File: config.mk
export PLATFORM = sky130hd
export DESIGN_NAME = pwm_array
export DESIGN_NICKNAME = d
export VERILOG_FILES = /design/src/common/pwm_pkg.sv /design/src/addsub.sv /design/src/pwm_config_regs.sv /design/src/pwm/pwm_preconditioner.sv /design/src/pwm/pwm_generator.sv /design/src/pwm_array.sv
export SDC_FILE = /design/constraint.sdc
export NUM_CORES = 2
export LEC_CHECK = 0
export BUFFER_PORTS_ARGS = -buffer_cell sky130_fd_sc_hd__clkbuf_2
export CORE_UTILIZATION = 40
export DETAILED_ROUTE_END_ITERATION = 10
export PLACE_DENSITY = 0.62
export REMOVE_ABC_BUFFERS = 1
export SETUP_SLACK_MARGIN = 0.3
export SYNTH_ARGS = -nofsm -noshare
export SYNTH_HDL_FRONTEND = slang
export SYNTH_SLANG_ARGS = --single-unit
File: constraint.sdc
create_clock -name CLK -period 9.8 [get_ports CLK]
set_clock_uncertainty 0.2 [all_clocks]
set_input_delay 0 -clock CLK [delete_from_list [all_inputs] [get_ports CLK]]
set_output_delay 0 -clock CLK [all_outputs]
set_load 0.005 [all_outputs]
File: src/common/pwm_pkg.sv
// ========================================
// pwm array shared definitions
// widths, channel count, adder latency
// and the enums used across the design.
// ========================================

package pwm_pkg;

  // ========================================
  // sizes
  // ========================================

  localparam int WIDTH = 13;           // cycle, duty, phase, counter.
  localparam int CHANNELS = 8;
  localparam int CH_BITS = 3;          // channel index.

  // register stages from operands to sum in addsub.
  localparam int ADDSUB_LATENCY = 2;

  // ========================================
  // enums
  // ========================================

  // field selected by a host write.
  typedef enum logic [1:0] {
    FIELD_CYCLE,
    FIELD_DUTY,
    FIELD_PHASE
  } field_t;

  // preconditioner sequencing.
  typedef enum logic [1:0] {
    ST_WAIT,
    ST_RUN,
    ST_DONE
  } prec_state_t;

endpackage

File: src/addsub.sv
// ========================================
// registered signed adder/subtractor
// operands and select are registered, then
// the result, for two cycles of latency.
// ========================================

`timescale 1ns/1ps

module addsub #(
  parameter int WIDTH = 15
) (
  input  logic                    CLK,
  input  logic signed [WIDTH-1:0] a,
  input  logic signed [WIDTH-1:0] b,
  input  bit                      add,
  output logic signed [WIDTH-1:0] s
);

  logic signed [WIDTH-1:0] a_q;
  logic signed [WIDTH-1:0] b_q;
  logic                    add_q;

  always_ff @(posedge CLK) begin
    a_q   <= a;                            // stage 1.
    b_q   <= b;
    add_q <= add;
    s     <= add_q ? a_q + b_q : a_q - b_q; // stage 2.
  end

endmodule

File: src/pwm_config_regs.sv
// ========================================
// pwm configuration banks
// host writes land in staging; a commit
// copies staging to active and starts the
// preconditioner.
// ========================================

`timescale 1ns/1ps

module pwm_config_regs (
  input  logic                       CLK,
  input  logic                       rst,
  input  logic                       wr,
  input  logic [pwm_pkg::CH_BITS-1:0] wr_ch,
  input  pwm_pkg::field_t            wr_field,
  input  logic [pwm_pkg::WIDTH-1:0]  wr_data,
  input  logic                       commit,
  input  logic                       update,
  output logic [pwm_pkg::WIDTH-1:0]  act_cycle [pwm_pkg::CHANNELS],
  output logic [pwm_pkg::WIDTH-1:0]  act_duty  [pwm_pkg::CHANNELS],
  output logic [pwm_pkg::WIDTH-1:0]  act_phase [pwm_pkg::CHANNELS],
  output logic                       start,
  output logic                       busy
);

  logic [pwm_pkg::WIDTH-1:0] stg_cycle [pwm_pkg::CHANNELS];
  logic [pwm_pkg::WIDTH-1:0] stg_duty  [pwm_pkg::CHANNELS];
  logic [pwm_pkg::WIDTH-1:0] stg_phase [pwm_pkg::CHANNELS];
  logic                      commit_ok;

  assign commit_ok = commit & ~busy;   // ignored while pipeline runs.

  // ========================================
  // staging bank
  // ========================================

  always_ff @(posedge CLK) begin
    if (rst) begin
      for (int i = 0; i < pwm_pkg::CHANNELS; i++) begin
        stg_cycle[i] <= '0;
        stg_duty[i]  <= '0;
        stg_phase[i] <= '0;
      end
    end else if (wr) begin
      case (wr_field)
        pwm_pkg::FIELD_CYCLE: stg_cycle[wr_ch] <= wr_data;
        pwm_pkg::FIELD_DUTY:  stg_duty[wr_ch]  <= wr_data;
        pwm_pkg::FIELD_PHASE: stg_phase[wr_ch] <= wr_data;
        default: ;                     // unused code, dropped.
      endcase
    end
  end

  // ========================================
  // active bank and handshake flags
  // ========================================

  always_ff @(posedge CLK) begin
    if (rst) begin
      for (int i = 0; i < pwm_pkg::CHANNELS; i++) begin
        act_cycle[i] <= '0;
        act_duty[i]  <= '0;
        act_phase[i] <= '0;
      end
      start <= 1'b0;
      busy  <= 1'b0;
    end else begin
      start <= commit_ok;
      if (commit_ok) begin
        act_cycle <= stg_cycle;        // frozen until next commit.
        act_duty  <= stg_duty;
        act_phase <= stg_phase;
        busy      <= 1'b1;
      end else if (update) begin
        busy <= 1'b0;
      end
    end
  end

  a_wr_ch_range: assert property (@(posedge CLK) disable iff (rst)
    wr |-> wr_ch < pwm_pkg::CHANNELS);

  // a new start only follows an idle cycle.
  a_start_idle: assert property (@(posedge CLK) disable iff (rst)
    start |-> !$past(busy));

endmodule

File: src/pwm/pwm_preconditioner.sv
// ========================================
// pwm rise/fall preconditioner
// per channel: centre = cycle - phase,
// rise/fall around it, folded into cycle.
// ========================================

`timescale 1ns/1ps

module pwm_preconditioner (
  input  logic                      CLK,
  input  logic                      rst,
  input  logic                      start,
  input  logic [pwm_pkg::WIDTH-1:0] cycle [pwm_pkg::CHANNELS],
  input  logic [pwm_pkg::WIDTH-1:0] duty  [pwm_pkg::CHANNELS],
  input  logic [pwm_pkg::WIDTH-1:0] phase [pwm_pkg::CHANNELS],
  output logic [pwm_pkg::WIDTH-1:0] rise  [pwm_pkg::CHANNELS],
  output logic [pwm_pkg::WIDTH-1:0] fall  [pwm_pkg::CHANNELS],
  output logic                      update
);

  // two guard bits keep negative and doubled values.
  typedef logic signed [pwm_pkg::WIDTH+1:0] ext_t;

  pwm_pkg::prec_state_t state;

  logic [pwm_pkg::CH_BITS:0]   issue_cnt;
  logic [pwm_pkg::CH_BITS-1:0] issue_idx;
  logic                        issue;

  // valid/index travel with the data through all three stages.
  logic                        vld_d [3*pwm_pkg::ADDSUB_LATENCY+3];
  logic [pwm_pkg::CH_BITS-1:0] idx_d [3*pwm_pkg::ADDSUB_LATENCY+3];
  logic [pwm_pkg::WIDTH-1:0]   duty_d [pwm_pkg::ADDSUB_LATENCY+1];
  ext_t                        cyc_d [2*pwm_pkg::ADDSUB_LATENCY+2];

  ext_t a_phase, b_phase, s_centre;
  ext_t a_half, b_half, s_half;
  ext_t a_rise, b_rise, s_rise;
  ext_t a_fall, b_fall, s_fall;
  ext_t a_frise, b_frise, s_frise;
  ext_t a_ffall, b_ffall, s_ffall;
  logic frise_add;

  logic [pwm_pkg::WIDTH-1:0] rise_buf [pwm_pkg::CHANNELS];
  logic [pwm_pkg::WIDTH-1:0] fall_buf [pwm_pkg::CHANNELS];

  assign issue_idx = issue_cnt[pwm_pkg::CH_BITS-1:0];
  assign issue     = (state == pwm_pkg::ST_RUN) && (issue_cnt < pwm_pkg::CHANNELS);

  addsub #(.WIDTH(pwm_pkg::WIDTH + 2)) sub_phase (
    .CLK(CLK), .a(a_phase), .b(b_phase), .add(1'b0), .s(s_centre)
  );
  addsub #(.WIDTH(pwm_pkg::WIDTH + 2)) add_half (
    .CLK(CLK), .a(a_half), .b(b_half), .add(1'b1), .s(s_half)
  );
  addsub #(.WIDTH(pwm_pkg::WIDTH + 2)) sub_rise (
    .CLK(CLK), .a(a_rise), .b(b_rise), .add(1'b0), .s(s_rise)
  );
  addsub #(.WIDTH(pwm_pkg::WIDTH + 2)) add_fall (
    .CLK(CLK), .a(a_fall), .b(b_fall), .add(1'b1), .s(s_fall)
  );
  addsub #(.WIDTH(pwm_pkg::WIDTH + 2)) fold_rise (
    .CLK(CLK), .a(a_frise), .b(b_frise), .add(frise_add), .s(s_frise)
  );
  addsub #(.WIDTH(pwm_pkg::WIDTH + 2)) fold_fall (
    .CLK(CLK), .a(a_ffall), .b(b_ffall), .add(1'b0), .s(s_ffall)
  );

  // ========================================
  // datapath stages
  // ========================================

  always_ff @(posedge CLK) begin
    // stage 1: centre and ceil(duty/2).
    a_phase <= ext_t'(cycle[issue_idx]);
    b_phase <= ext_t'(phase[issue_idx]);
    a_half  <= ext_t'(duty[issue_idx][pwm_pkg::WIDTH-1:1]);
    b_half  <= ext_t'(duty[issue_idx][0]);
    duty_d[0] <= duty[issue_idx];
    cyc_d[0]  <= ext_t'(cycle[issue_idx]);
    for (int i = 1; i <= pwm_pkg::ADDSUB_LATENCY; i++) begin
      duty_d[i] <= duty_d[i-1];
    end
    for (int i = 1; i < 2*pwm_pkg::ADDSUB_LATENCY+2; i++) begin
      cyc_d[i] <= cyc_d[i-1];
    end
    for (int i = 1; i < 3*pwm_pkg::ADDSUB_LATENCY+3; i++) begin
      idx_d[i] <= idx_d[i-1];
    end
    idx_d[0] <= issue_idx;

    // stage 2: raw rise and fall.
    a_rise <= s_centre;
    b_rise <= ext_t'(duty_d[pwm_pkg::ADDSUB_LATENCY][pwm_pkg::WIDTH-1:1]);
    a_fall <= s_centre;
    b_fall <= s_half;

    // stage 3: fold into 0 .. cycle-1.
    a_frise <= s_rise;
    a_ffall <= s_fall;
    if (s_rise[pwm_pkg::WIDTH+1]) begin
      b_frise   <= cyc_d[2*pwm_pkg::ADDSUB_LATENCY+1];
      frise_add <= 1'b1;                // negative, add a cycle.
    end else if (s_rise >= cyc_d[2*pwm_pkg::ADDSUB_LATENCY+1]) begin
      b_frise   <= cyc_d[2*pwm_pkg::ADDSUB_LATENCY+1];
      frise_add <= 1'b0;
    end else begin
      b_frise   <= '0;
      frise_add <= 1'b1;
    end
    if (s_fall >= cyc_d[2*pwm_pkg::ADDSUB_LATENCY+1]) begin
      b_ffall <= cyc_d[2*pwm_pkg::ADDSUB_LATENCY+1];
    end else begin
      b_ffall <= '0;
    end

    if (vld_d[3*pwm_pkg::ADDSUB_LATENCY+2]) begin
      rise_buf[idx_d[3*pwm_pkg::ADDSUB_LATENCY+2]] <= s_frise[pwm_pkg::WIDTH-1:0];
      fall_buf[idx_d[3*pwm_pkg::ADDSUB_LATENCY+2]] <= s_ffall[pwm_pkg::WIDTH-1:0];
    end
    if (state == pwm_pkg::ST_DONE) begin
      rise <= rise_buf;                 // all channels swap together.
      fall <= fall_buf;
    end
  end

  // ========================================
  // sequencing FSM
  // ========================================

  always_ff @(posedge CLK) begin
    if (rst) begin
      state     <= pwm_pkg::ST_WAIT;
      issue_cnt <= '0;
      update    <= 1'b0;
      for (int i = 0; i < 3*pwm_pkg::ADDSUB_LATENCY+3; i++) begin
        vld_d[i] <= 1'b0;
      end
    end else begin
      update   <= 1'b0;
      vld_d[0] <= issue;
      for (int i = 1; i < 3*pwm_pkg::ADDSUB_LATENCY+3; i++) begin
        vld_d[i] <= vld_d[i-1];
      end
      case (state)
        pwm_pkg::ST_WAIT: begin
          issue_cnt <= '0;
          if (start) state <= pwm_pkg::ST_RUN;
        end
        pwm_pkg::ST_RUN: begin
          if (issue) issue_cnt <= issue_cnt + 1'b1;
          if (vld_d[3*pwm_pkg::ADDSUB_LATENCY+2] &&
              idx_d[3*pwm_pkg::ADDSUB_LATENCY+2] == pwm_pkg::CH_BITS'(pwm_pkg::CHANNELS-1)) begin
            state <= pwm_pkg::ST_DONE;  // last channel stored.
          end
        end
        pwm_pkg::ST_DONE: begin
          update <= 1'b1;
          state  <= pwm_pkg::ST_WAIT;
        end
        default: state <= pwm_pkg::ST_WAIT;
      endcase
    end
  end

  // busy in the config bank must hold off restarts.
  a_start_in_wait: assert property (@(posedge CLK) disable iff (rst)
    start |-> state == pwm_pkg::ST_WAIT);

endmodule

File: src/pwm/pwm_generator.sv
// ========================================
// single pwm channel
// cycle counter plus rise/fall window,
// reloaded and restarted on update.
// ========================================

`timescale 1ns/1ps

module pwm_generator (
  input  logic                      CLK,
  input  logic                      rst,
  input  logic                      update,
  input  logic [pwm_pkg::WIDTH-1:0] cycle_in,
  input  logic [pwm_pkg::WIDTH-1:0] rise_in,
  input  logic [pwm_pkg::WIDTH-1:0] fall_in,
  output logic                      pwm
);

  logic [pwm_pkg::WIDTH-1:0] cycle_q;
  logic [pwm_pkg::WIDTH-1:0] rise_q;
  logic [pwm_pkg::WIDTH-1:0] fall_q;
  logic [pwm_pkg::WIDTH-1:0] t;

  always_ff @(posedge CLK) begin
    if (rst) begin
      cycle_q <= '0;                    // zero cycle holds t at 0.
      rise_q  <= '0;
      fall_q  <= '0;
      t       <= '0;
      pwm     <= 1'b0;
    end else begin
      if (update) begin
        cycle_q <= cycle_in;
        rise_q  <= rise_in;
        fall_q  <= fall_in;
        t       <= '0;
      end else if (t + 1'b1 >= cycle_q) begin
        t <= '0;                        // wrap at cycle-1.
      end else begin
        t <= t + 1'b1;
      end
      if (rise_q <= fall_q) begin
        pwm <= (t >= rise_q) && (t < fall_q);
      end else begin
        pwm <= (t >= rise_q) || (t < fall_q); // wrapped window.
      end
    end
  end

  // folding upstream keeps edges inside the cycle.
  a_edges_in_cycle: assert property (@(posedge CLK) disable iff (rst)
    update |=> (cycle_q == '0) || (rise_q < cycle_q && fall_q < cycle_q));

endmodule

File: src/pwm_array.sv
// ========================================
// eight channel pwm array top level
// config banks, preconditioner, generators.
// ========================================

`timescale 1ns/1ps

module pwm_array (
  input  logic                        CLK,
  input  logic                        rst,
  input  logic                        wr,
  input  logic [pwm_pkg::CH_BITS-1:0] wr_ch,
  input  pwm_pkg::field_t             wr_field,
  input  logic [pwm_pkg::WIDTH-1:0]   wr_data,
  input  logic                        commit,
  output logic                        busy,
  output logic                        update,
  output logic [pwm_pkg::CHANNELS-1:0] pwm_out
);

  logic [pwm_pkg::WIDTH-1:0] act_cycle [pwm_pkg::CHANNELS];
  logic [pwm_pkg::WIDTH-1:0] act_duty  [pwm_pkg::CHANNELS];
  logic [pwm_pkg::WIDTH-1:0] act_phase [pwm_pkg::CHANNELS];
  logic [pwm_pkg::WIDTH-1:0] rise      [pwm_pkg::CHANNELS];
  logic [pwm_pkg::WIDTH-1:0] fall      [pwm_pkg::CHANNELS];
  logic                      start;

  pwm_config_regs config_regs_i (
    .CLK(CLK), .rst(rst), .wr(wr), .wr_ch(wr_ch), .wr_field(wr_field),
    .wr_data(wr_data), .commit(commit), .update(update),
    .act_cycle(act_cycle), .act_duty(act_duty), .act_phase(act_phase),
    .start(start), .busy(busy)
  );

  pwm_preconditioner preconditioner_i (
    .CLK(CLK), .rst(rst), .start(start),
    .cycle(act_cycle), .duty(act_duty), .phase(act_phase),
    .rise(rise), .fall(fall), .update(update)
  );

  for (genvar i = 0; i < pwm_pkg::CHANNELS; i++) begin : gen_ch
    pwm_generator generator_i (
      .CLK(CLK), .rst(rst), .update(update), .cycle_in(act_cycle[i]),
      .rise_in(rise[i]), .fall_in(fall[i]), .pwm(pwm_out[i])
    );
  end

endmodule

After elaboration in Yosys (flattened, before gate mapping)
Memory sizes are Yosys's and may differ from the RTL's. A register that Yosys moved wholly into a read port is not among the register bits.
Cells that the tools add are included.
- register bits after elaboration: 1812
- RAM bits: 165
- bits of input ports: 22
- output and inout port bits: 10
- memories: 4
- add/sub/neg operators: 16
- magnitude comparators: 40
- equal/unequal tests: 8
- muxes and demuxes: 50
- bitwise operators: 14
- reductions and logical operators: 37
- memories (name ; words ; bits a word ; read ports ; clocked after Yosys merged registers in ; write ports ; line ; RTL):
    preconditioner_i.cyc_d ; 6 ; 15 ; 6 ; 0 ; 6 ; pwm_preconditioner.sv:34 ; ext_t cyc_d [2*pwm_pkg::ADDSUB_LATENCY+2];
    preconditioner_i.duty_d ; 3 ; 13 ; 3 ; 1 ; 3 ; pwm_preconditioner.sv:33 ; logic [pwm_pkg::WIDTH-1:0] duty_d [pwm_pkg::ADDSUB_LATENCY+1];
    preconditioner_i.idx_d ; 9 ; 3 ; 9 ; 0 ; 9 ; pwm_preconditioner.sv:32 ; logic [pwm_pkg::CH_BITS-1:0] idx_d [3*pwm_pkg::ADDSUB_LATENCY+3];
    preconditioner_i.vld_d ; 9 ; 1 ; 9 ; 0 ; 9 ; pwm_preconditioner.sv:31 ; logic vld_d [3*pwm_pkg::ADDSUB_LATENCY+3];
- operators with widths (kind ; number):
    bitwise mux 104 bit ; 5
    >= comparator 13 bit ; 16
    two-way mux 13 bit ; 11
    binary-select mux 13 bit (select 3 bit) ; 3
    adder 13 x 1 -> 13 bit (second input constant) ; 8
    less-or-equal comparator 13 bit ; 8
    less-than comparator 13 bit ; 8
    demux 13 bit (select 3 bit) ; 2
    >= comparator 15 bit ; 2
    subtractor 13 bit ; 2
    two-way mux 1 bit ; 24
    OR reduction 3 bit ; 8
    adder 14 x 15 -> 15 bit ; 1
    subtractor 14 x 13 -> 15 bit ; 1
    subtractor 13 x 13 -> 14 bit ; 1
    adder 12 x 1 -> 13 bit ; 1
    adder 13 bit ; 1
    >= comparator 4 bit (second input constant) ; 3
    logical AND 1 bit ; 12
    inverter 3 -> 4 bit ; 3
    AND reduction 2 bit ; 5
    OR 1 bit ; 9
    logical OR 1 bit ; 8
    less-than comparator 4 x 1 -> 1 bit (second input constant) ; 2
    other kinds (15) ; 21

Logic depth before layout (Yosys ltp)
An unclocked memory read counts as a cell.
- depth in word-level cells: 7
- mapped depth: 14
- gate-level depth less buffers: 13

Modules after synthesis
From an unflattened synthesis, not the netlist that was laid out.
- cell total of the unflattened synthesis: 7318
- area total of the unflattened synthesis: 81304.2 um^2
- modules (own cells, without submodules) (module ; times used ; cells each ; area each (um^2) ; sequential area each (um^2)):
    pwm_config_regs ; 1 ; 2436 ; 22736.8 ; 12532.0
    pwm_generator at gen_ch[0].generator_i ... ; 7 ; 346 ; 3194.3 ; 1061.0
    pwm_preconditioner ; 1 ; 985 ; 21289.2 ; 17897.2
    addsub ; 6 ; 188 ; 1958.1 ; 920.9
    pwm_generator at gen_ch[1].generator_i ; 1 ; 347 ; 3169.3 ; 1061.0

Least setup slack after synthesis
OpenSTA, ideal clock, no wires.
- path type: register to register
- start point: reg preconditioner_i.state[1]
- end point: reg preconditioner_i.fall[0] in the netlist's numbering, enable pin
- arrival time: 9276 ps
- required time: 8819 ps
- path slack: -456 ps
- cell stages (with the launch flop): 4
- path buffers: 1
- period minus slack after synthesis: 10256 ps
- path through: dfxtp_1 > clkbuf_1 > inv_1 > nor2_1
- longest elaborated chain between the ends: 1
- ends and longest elaborated chain (item ; line ; RTL):
    start, declared ; pwm_preconditioner.sv:24 ; pwm_pkg::prec_state_t state;
    start signal, assigned ; pwm_preconditioner.sv:133 ; state <= pwm_pkg::ST_WAIT;
    start signal, assigned ; pwm_preconditioner.sv:148 ; if (start) state <= pwm_pkg::ST_RUN;
    start signal, assigned ; pwm_preconditioner.sv:154 ; state <= pwm_pkg::ST_DONE;
    equality test 2 bit ; pwm_preconditioner.sv:121 ; if (state == pwm_pkg::ST_DONE) begin
    end signal, assigned ; pwm_preconditioner.sv:123 ; fall <= fall_buf;
    end, declared ; pwm_preconditioner.sv:17 ; output logic [pwm_pkg::WIDTH-1:0] fall [pwm_pkg::CHANNELS],
No other way between the ends.
A chain may end at the register's enable or synchronous reset.

Worst setup path in the final report
- start point: reg preconditioner_i.state[1]
- end point: reg preconditioner_i.rise[59] in the netlist's numbering, enable pin
- longest elaborated chain between the ends: 1
- ends and longest elaborated chain (item ; line ; RTL):
    equality test 2 bit ; pwm_preconditioner.sv:121 ;
    end signal, assigned ; pwm_preconditioner.sv:122 ; rise <= rise_buf;
    end, declared ; pwm_preconditioner.sv:16 ; output logic [pwm_pkg::WIDTH-1:0] rise [pwm_pkg::CHANNELS],
No other way between the ends.

==> impl.org <==
** Yosys
- Dividing the synthesized area by the synthesized cell count gives 10.72 sq um.
- sky130_fd_sc_hd__dfxtp_1 is the most common cell in the netlist.
- Number of instances in the synthesized netlist :: 6,994
- Of the synthesized area, sequential elements account for 0.5675.
- Number of flops mapped to enable cells by yosys :: 416
- YS warnings :: 0
- The synthesized design contains 1,918 register bits.
- Cell types with the highest counts after synthesis :: 1,502 x sky130_fd_sc_hd__dfxtp_1, 1,051 x sky130_fd_sc_hd__nand2_1, 620 x sky130_fd_sc_hd__nor2_1
- Post-Synthesis Cell Area :: 74,990 sq um
- Flip-flop cell with the highest count after synthesis :: sky130_fd_sc_hd__dfxtp_1
- Summed over all instances, the cell type with the most area after synthesis is sky130_fd_sc_hd__dfxtp_1.
- Yosys attributes the largest share of cell area to sky130_fd_sc_hd__dfxtp_1 40%, sky130_fd_sc_hd__edfxtp_1 17%, sky130_fd_sc_hd__ha_1 8.5%.
- The netlist uses 73 different library cells.
- Fraction of synthesis flops using an asynchronous set or reset pin :: 0
- The share of synthesized area in the top cell type comes to 0.4010.

** Die
- Number of placed I/O pins :: 32
- Die Wd :: 435.0 microns
- Die Y :: 435.0 microns
- The core region is 185,800 sq um.
- Row generation in the floorplan step produced 158 rows.
- Effective utilization at floorplan :: 0.4036
- Overall die area :: 189,200 sq um

** Clocking
- The H-tree was split into 4 levels.
- Clock transition time at the flip-flop clock pins of the worst setup and hold paths :: 0.06 ns
- Maximum clock path buffer count :: 3
- In this run the clock root is driven by a sky130_fd_sc_hd__clkbuf_16.
- For this design, the sink count on the clock tree is 1,918.
- Number of CTS-inserted buffers :: 187
- Later-pin clock latency in the skew report :: 0.81 ns
- Post-CTS timing repair inserted 0 buffers for setup.
- CTS tree :: yes

** Placed design
- Placer's final routability congestion estimate :: 0.8565
- Worst slack at placement :: 6.164 ns
- Once detailed placement completed, the half-perimeter wirelength came to 113,400 microns.
- In this run the tool buffered the top-level ports with 31 buffer cells.

** Timing
- Hold_ws :: 0.05296 ns
- Crit share post-route :: 0.3683
- Once routing completed, OpenROAD measured the worst setup slack at 6.190 ns.
- Final-report hold violation count :: 0
- After routing, the total negative slack on setup checks comes to 0 ns.
- Maximum frequency from static timing analysis :: 0.2770 GHz
- The max-slew violation count is 0.
- Setup violations remaining at the end of the flow were counted as 0.
- Normalized max-slew margin :: 0.1781
- Time the worst path needs with I/O delays and setup :: 3.610 ns
- At the pin with the least slew margin, the transition time is 1.228 ns.
- Setup repair after global routing left no endpoint under its margin.

** Setup path
- The worst setup path is captured at a register.
- CP arrival :: 3.81 ns
- Category of the most critical setup path :: register to register
- Slack of the worst reg-to-reg path :: 6.19 ns
- Following the worst setup path forward leads to its endpoint at preconditioner_i.rise[59].
- Required time at the endpoint of the critical path :: 10.00 ns
- The endpoint identified for the worst register-to-register timing path is preconditioner_i.rise[59].
- STA classifies the critical path startpoint as a register.
- Worst-path fanout max :: 133
- R2R Path Start :: preconditioner_i.state[1]
- The most critical setup path has its startpoint at preconditioner_i.state[1].
- R2r worst-path depth :: 4

** Global routing
- Met1 global-route usage :: 0.2477
- For met2 alone, demand over resource in global routing was 0.3020.
- Routing usage on met3 :: 0.02543
- Number of antenna violations at the first check in global routing :: 19
- Entering global routing, the biggest net connects 209 pins.
- The first global-routing pass estimated 273,400 microns of wire.
- Number of global-route vias before repair :: 46.75k
- Across every metal layer, demand over resource in global routing totals 0.1841.
- GR Overflow Total :: 0
- Layer with the highest usage after global routing :: met2

** Routing
- Remaining antenna violation count after routing :: 0
- Summed over all layers, the routed wires come to 176,400 microns.
- In this run, the number of DRC markers left after iteration 0 of detailed routing was 3,645.
- Using the TritonRoute via totals, the vias-per-cell ratio works out to 5.013.
- DRC Markers :: 0
- The first detailed-routing pass ran for 6 iterations.
- After detailed routing, the average wire length per cell comes to 18.35 microns.
- The routed layout has 48.19k vias.

** Min path
- The tightest min-delay check is of the input pin to register type.

** Run status
- The flow ran to the end, and the final reports show no timing, DRC or antenna violations.

** Finish
- Signed area change from the synthesized netlist to the final layout :: 12.31%
- The net count of the finished layout is 7,506.
- Share of layout cells above drive strength 1 :: 0.08324

** Power
- Leakage power :: 30.63 nW
- Across the VDD grid, the largest voltage drop is 0.2006 mV.
- For this design the ratio of total power to cell area is 194.9 nW/um^2.

** Run
- Number of violations of the max-capacitance limit :: 0
==> logic make-up after synthesis <==
family,after synthesis,share of synthesized area
simple gates,2097,0.1202
flops,1918,0.5675
mux,588,0.09220
xor+xnor,160,0.01869
fa+ha+maj,519,0.08703
buf+inv,741,0.03907
compound gates,971,0.07525
==> how the worst min path moves through the flow <==
stage / from / cells after the start / to / slack [ns]
after global placement: preconditioner_i.idx_d[0][10] / 0 / preconditioner_i.idx_d[0][13] / 0.11
after floorplan: rst / 1 / config_regs_i.act_cycle[0] / -0.13
after detailed placement: preconditioner_i.sub_phase.s[12] / 0 / preconditioner_i.a_rise[12] / 0.11
final: rst / 3 / config_regs_i.stg_phase[18] / 0.05
after CTS: rst / 3 / config_regs_i.stg_phase[18] / 0.04
after global routing: rst / 3 / config_regs_i.stg_phase[16] / 0.08
==> power breakdown <==
group          internal [W]  switching, W  total (W)
Sequential          0.00818      0.000148    0.00833
Clock               0.00445       0.00304    0.00750
Combinational      0.000148      0.000449   0.000597
Total                0.0128       0.00364     0.0164
==> worst max-delay path, cell delays in order (launching register included) <==
cell and delay (ns):
sky130_fd_sc_hd__dfxtp_1 0.47, sky130_fd_sc_hd__inv_1 0.15, sky130_fd_sc_hd__nor2_4 0.79, sky130_fd_sc_hd__buf_4 0.71
sky130_fd_sc_hd__buf_12 0.53
==> cell usage in the layout (no fill, tap or decap), types with 78 or more instances in the layout <==
| cell | Yosys | layout |
|---|---|---|
| sky130_fd_sc_hd__a21o_1 | 83 | 83 |
| sky130_fd_sc_hd__nor2_1 | 620 | 612 |
| sky130_fd_sc_hd__o21ai_0 | 83 | 83 |
| sky130_fd_sc_hd__mux4_2 | 78 | 78 |
| sky130_fd_sc_hd__dfxtp_1 | 1502 | 1495 |
| sky130_fd_sc_hd__clkbuf_16 | 0 | 189 |
| sky130_fd_sc_hd__mux2i_1 | 468 | 468 |
| sky130_fd_sc_hd__nand2_1 | 1051 | 1050 |
| sky130_fd_sc_hd__ha_1 | 512 | 512 |
| sky130_fd_sc_hd__edfxtp_1 | 416 | 416 |
| sky130_fd_sc_hd__a21oi_1 | 604 | 604 |
| sky130_fd_sc_hd__inv_1 | 417 | 417 |
| sky130_fd_sc_hd__xnor2_1 | 115 | 115 |
==> metal layers <==
| metal | up-vias | share of wire |
|---|---|---|
| met1 | 23066 | 0.45 |
| met3 | 254 | 0.052 |
| met2 | 1105 | 0.47 |
| met5 | - | 0 |
| met4 | 0 | 0.031 |
| li1 | 23761 | - |
==> cell type report <==
cell class,instances,area (sq um)
sequential,1918,42580
antenna,8,20.02
inverter,417,1565
tap,2480,3103
multi-input combinational,4335,29570
fill,17122,101600
clock buffer,256,5291
timing repair buffer,108,890.9
clock inverter,90,1210
==> metrics by stage <==
step / util / area [sq um] / power (W) / std cells
floorplan: - / 73630 / 0.008651 / 6670
global placement: 0.4166 / 77410 / 0.009097 / 9229
detailed placement: 0.4166 / 77410 / 0.009104 / 9229
CTS: 0.4531 / 84200 / 0.01659 / 9604
global route: 0.4532 / 84210 / 0.01695 / 9606
finish: 0.4532 / 84220 / 0.01642 / 9612
==> repair_timing <==
action                                 CTS  global route
gates resized for setup                  0             0
endpoints found under the hold margin  693             0
hold buffers                            29             0
Note: power is estimated with default switching activity, not from simulation.
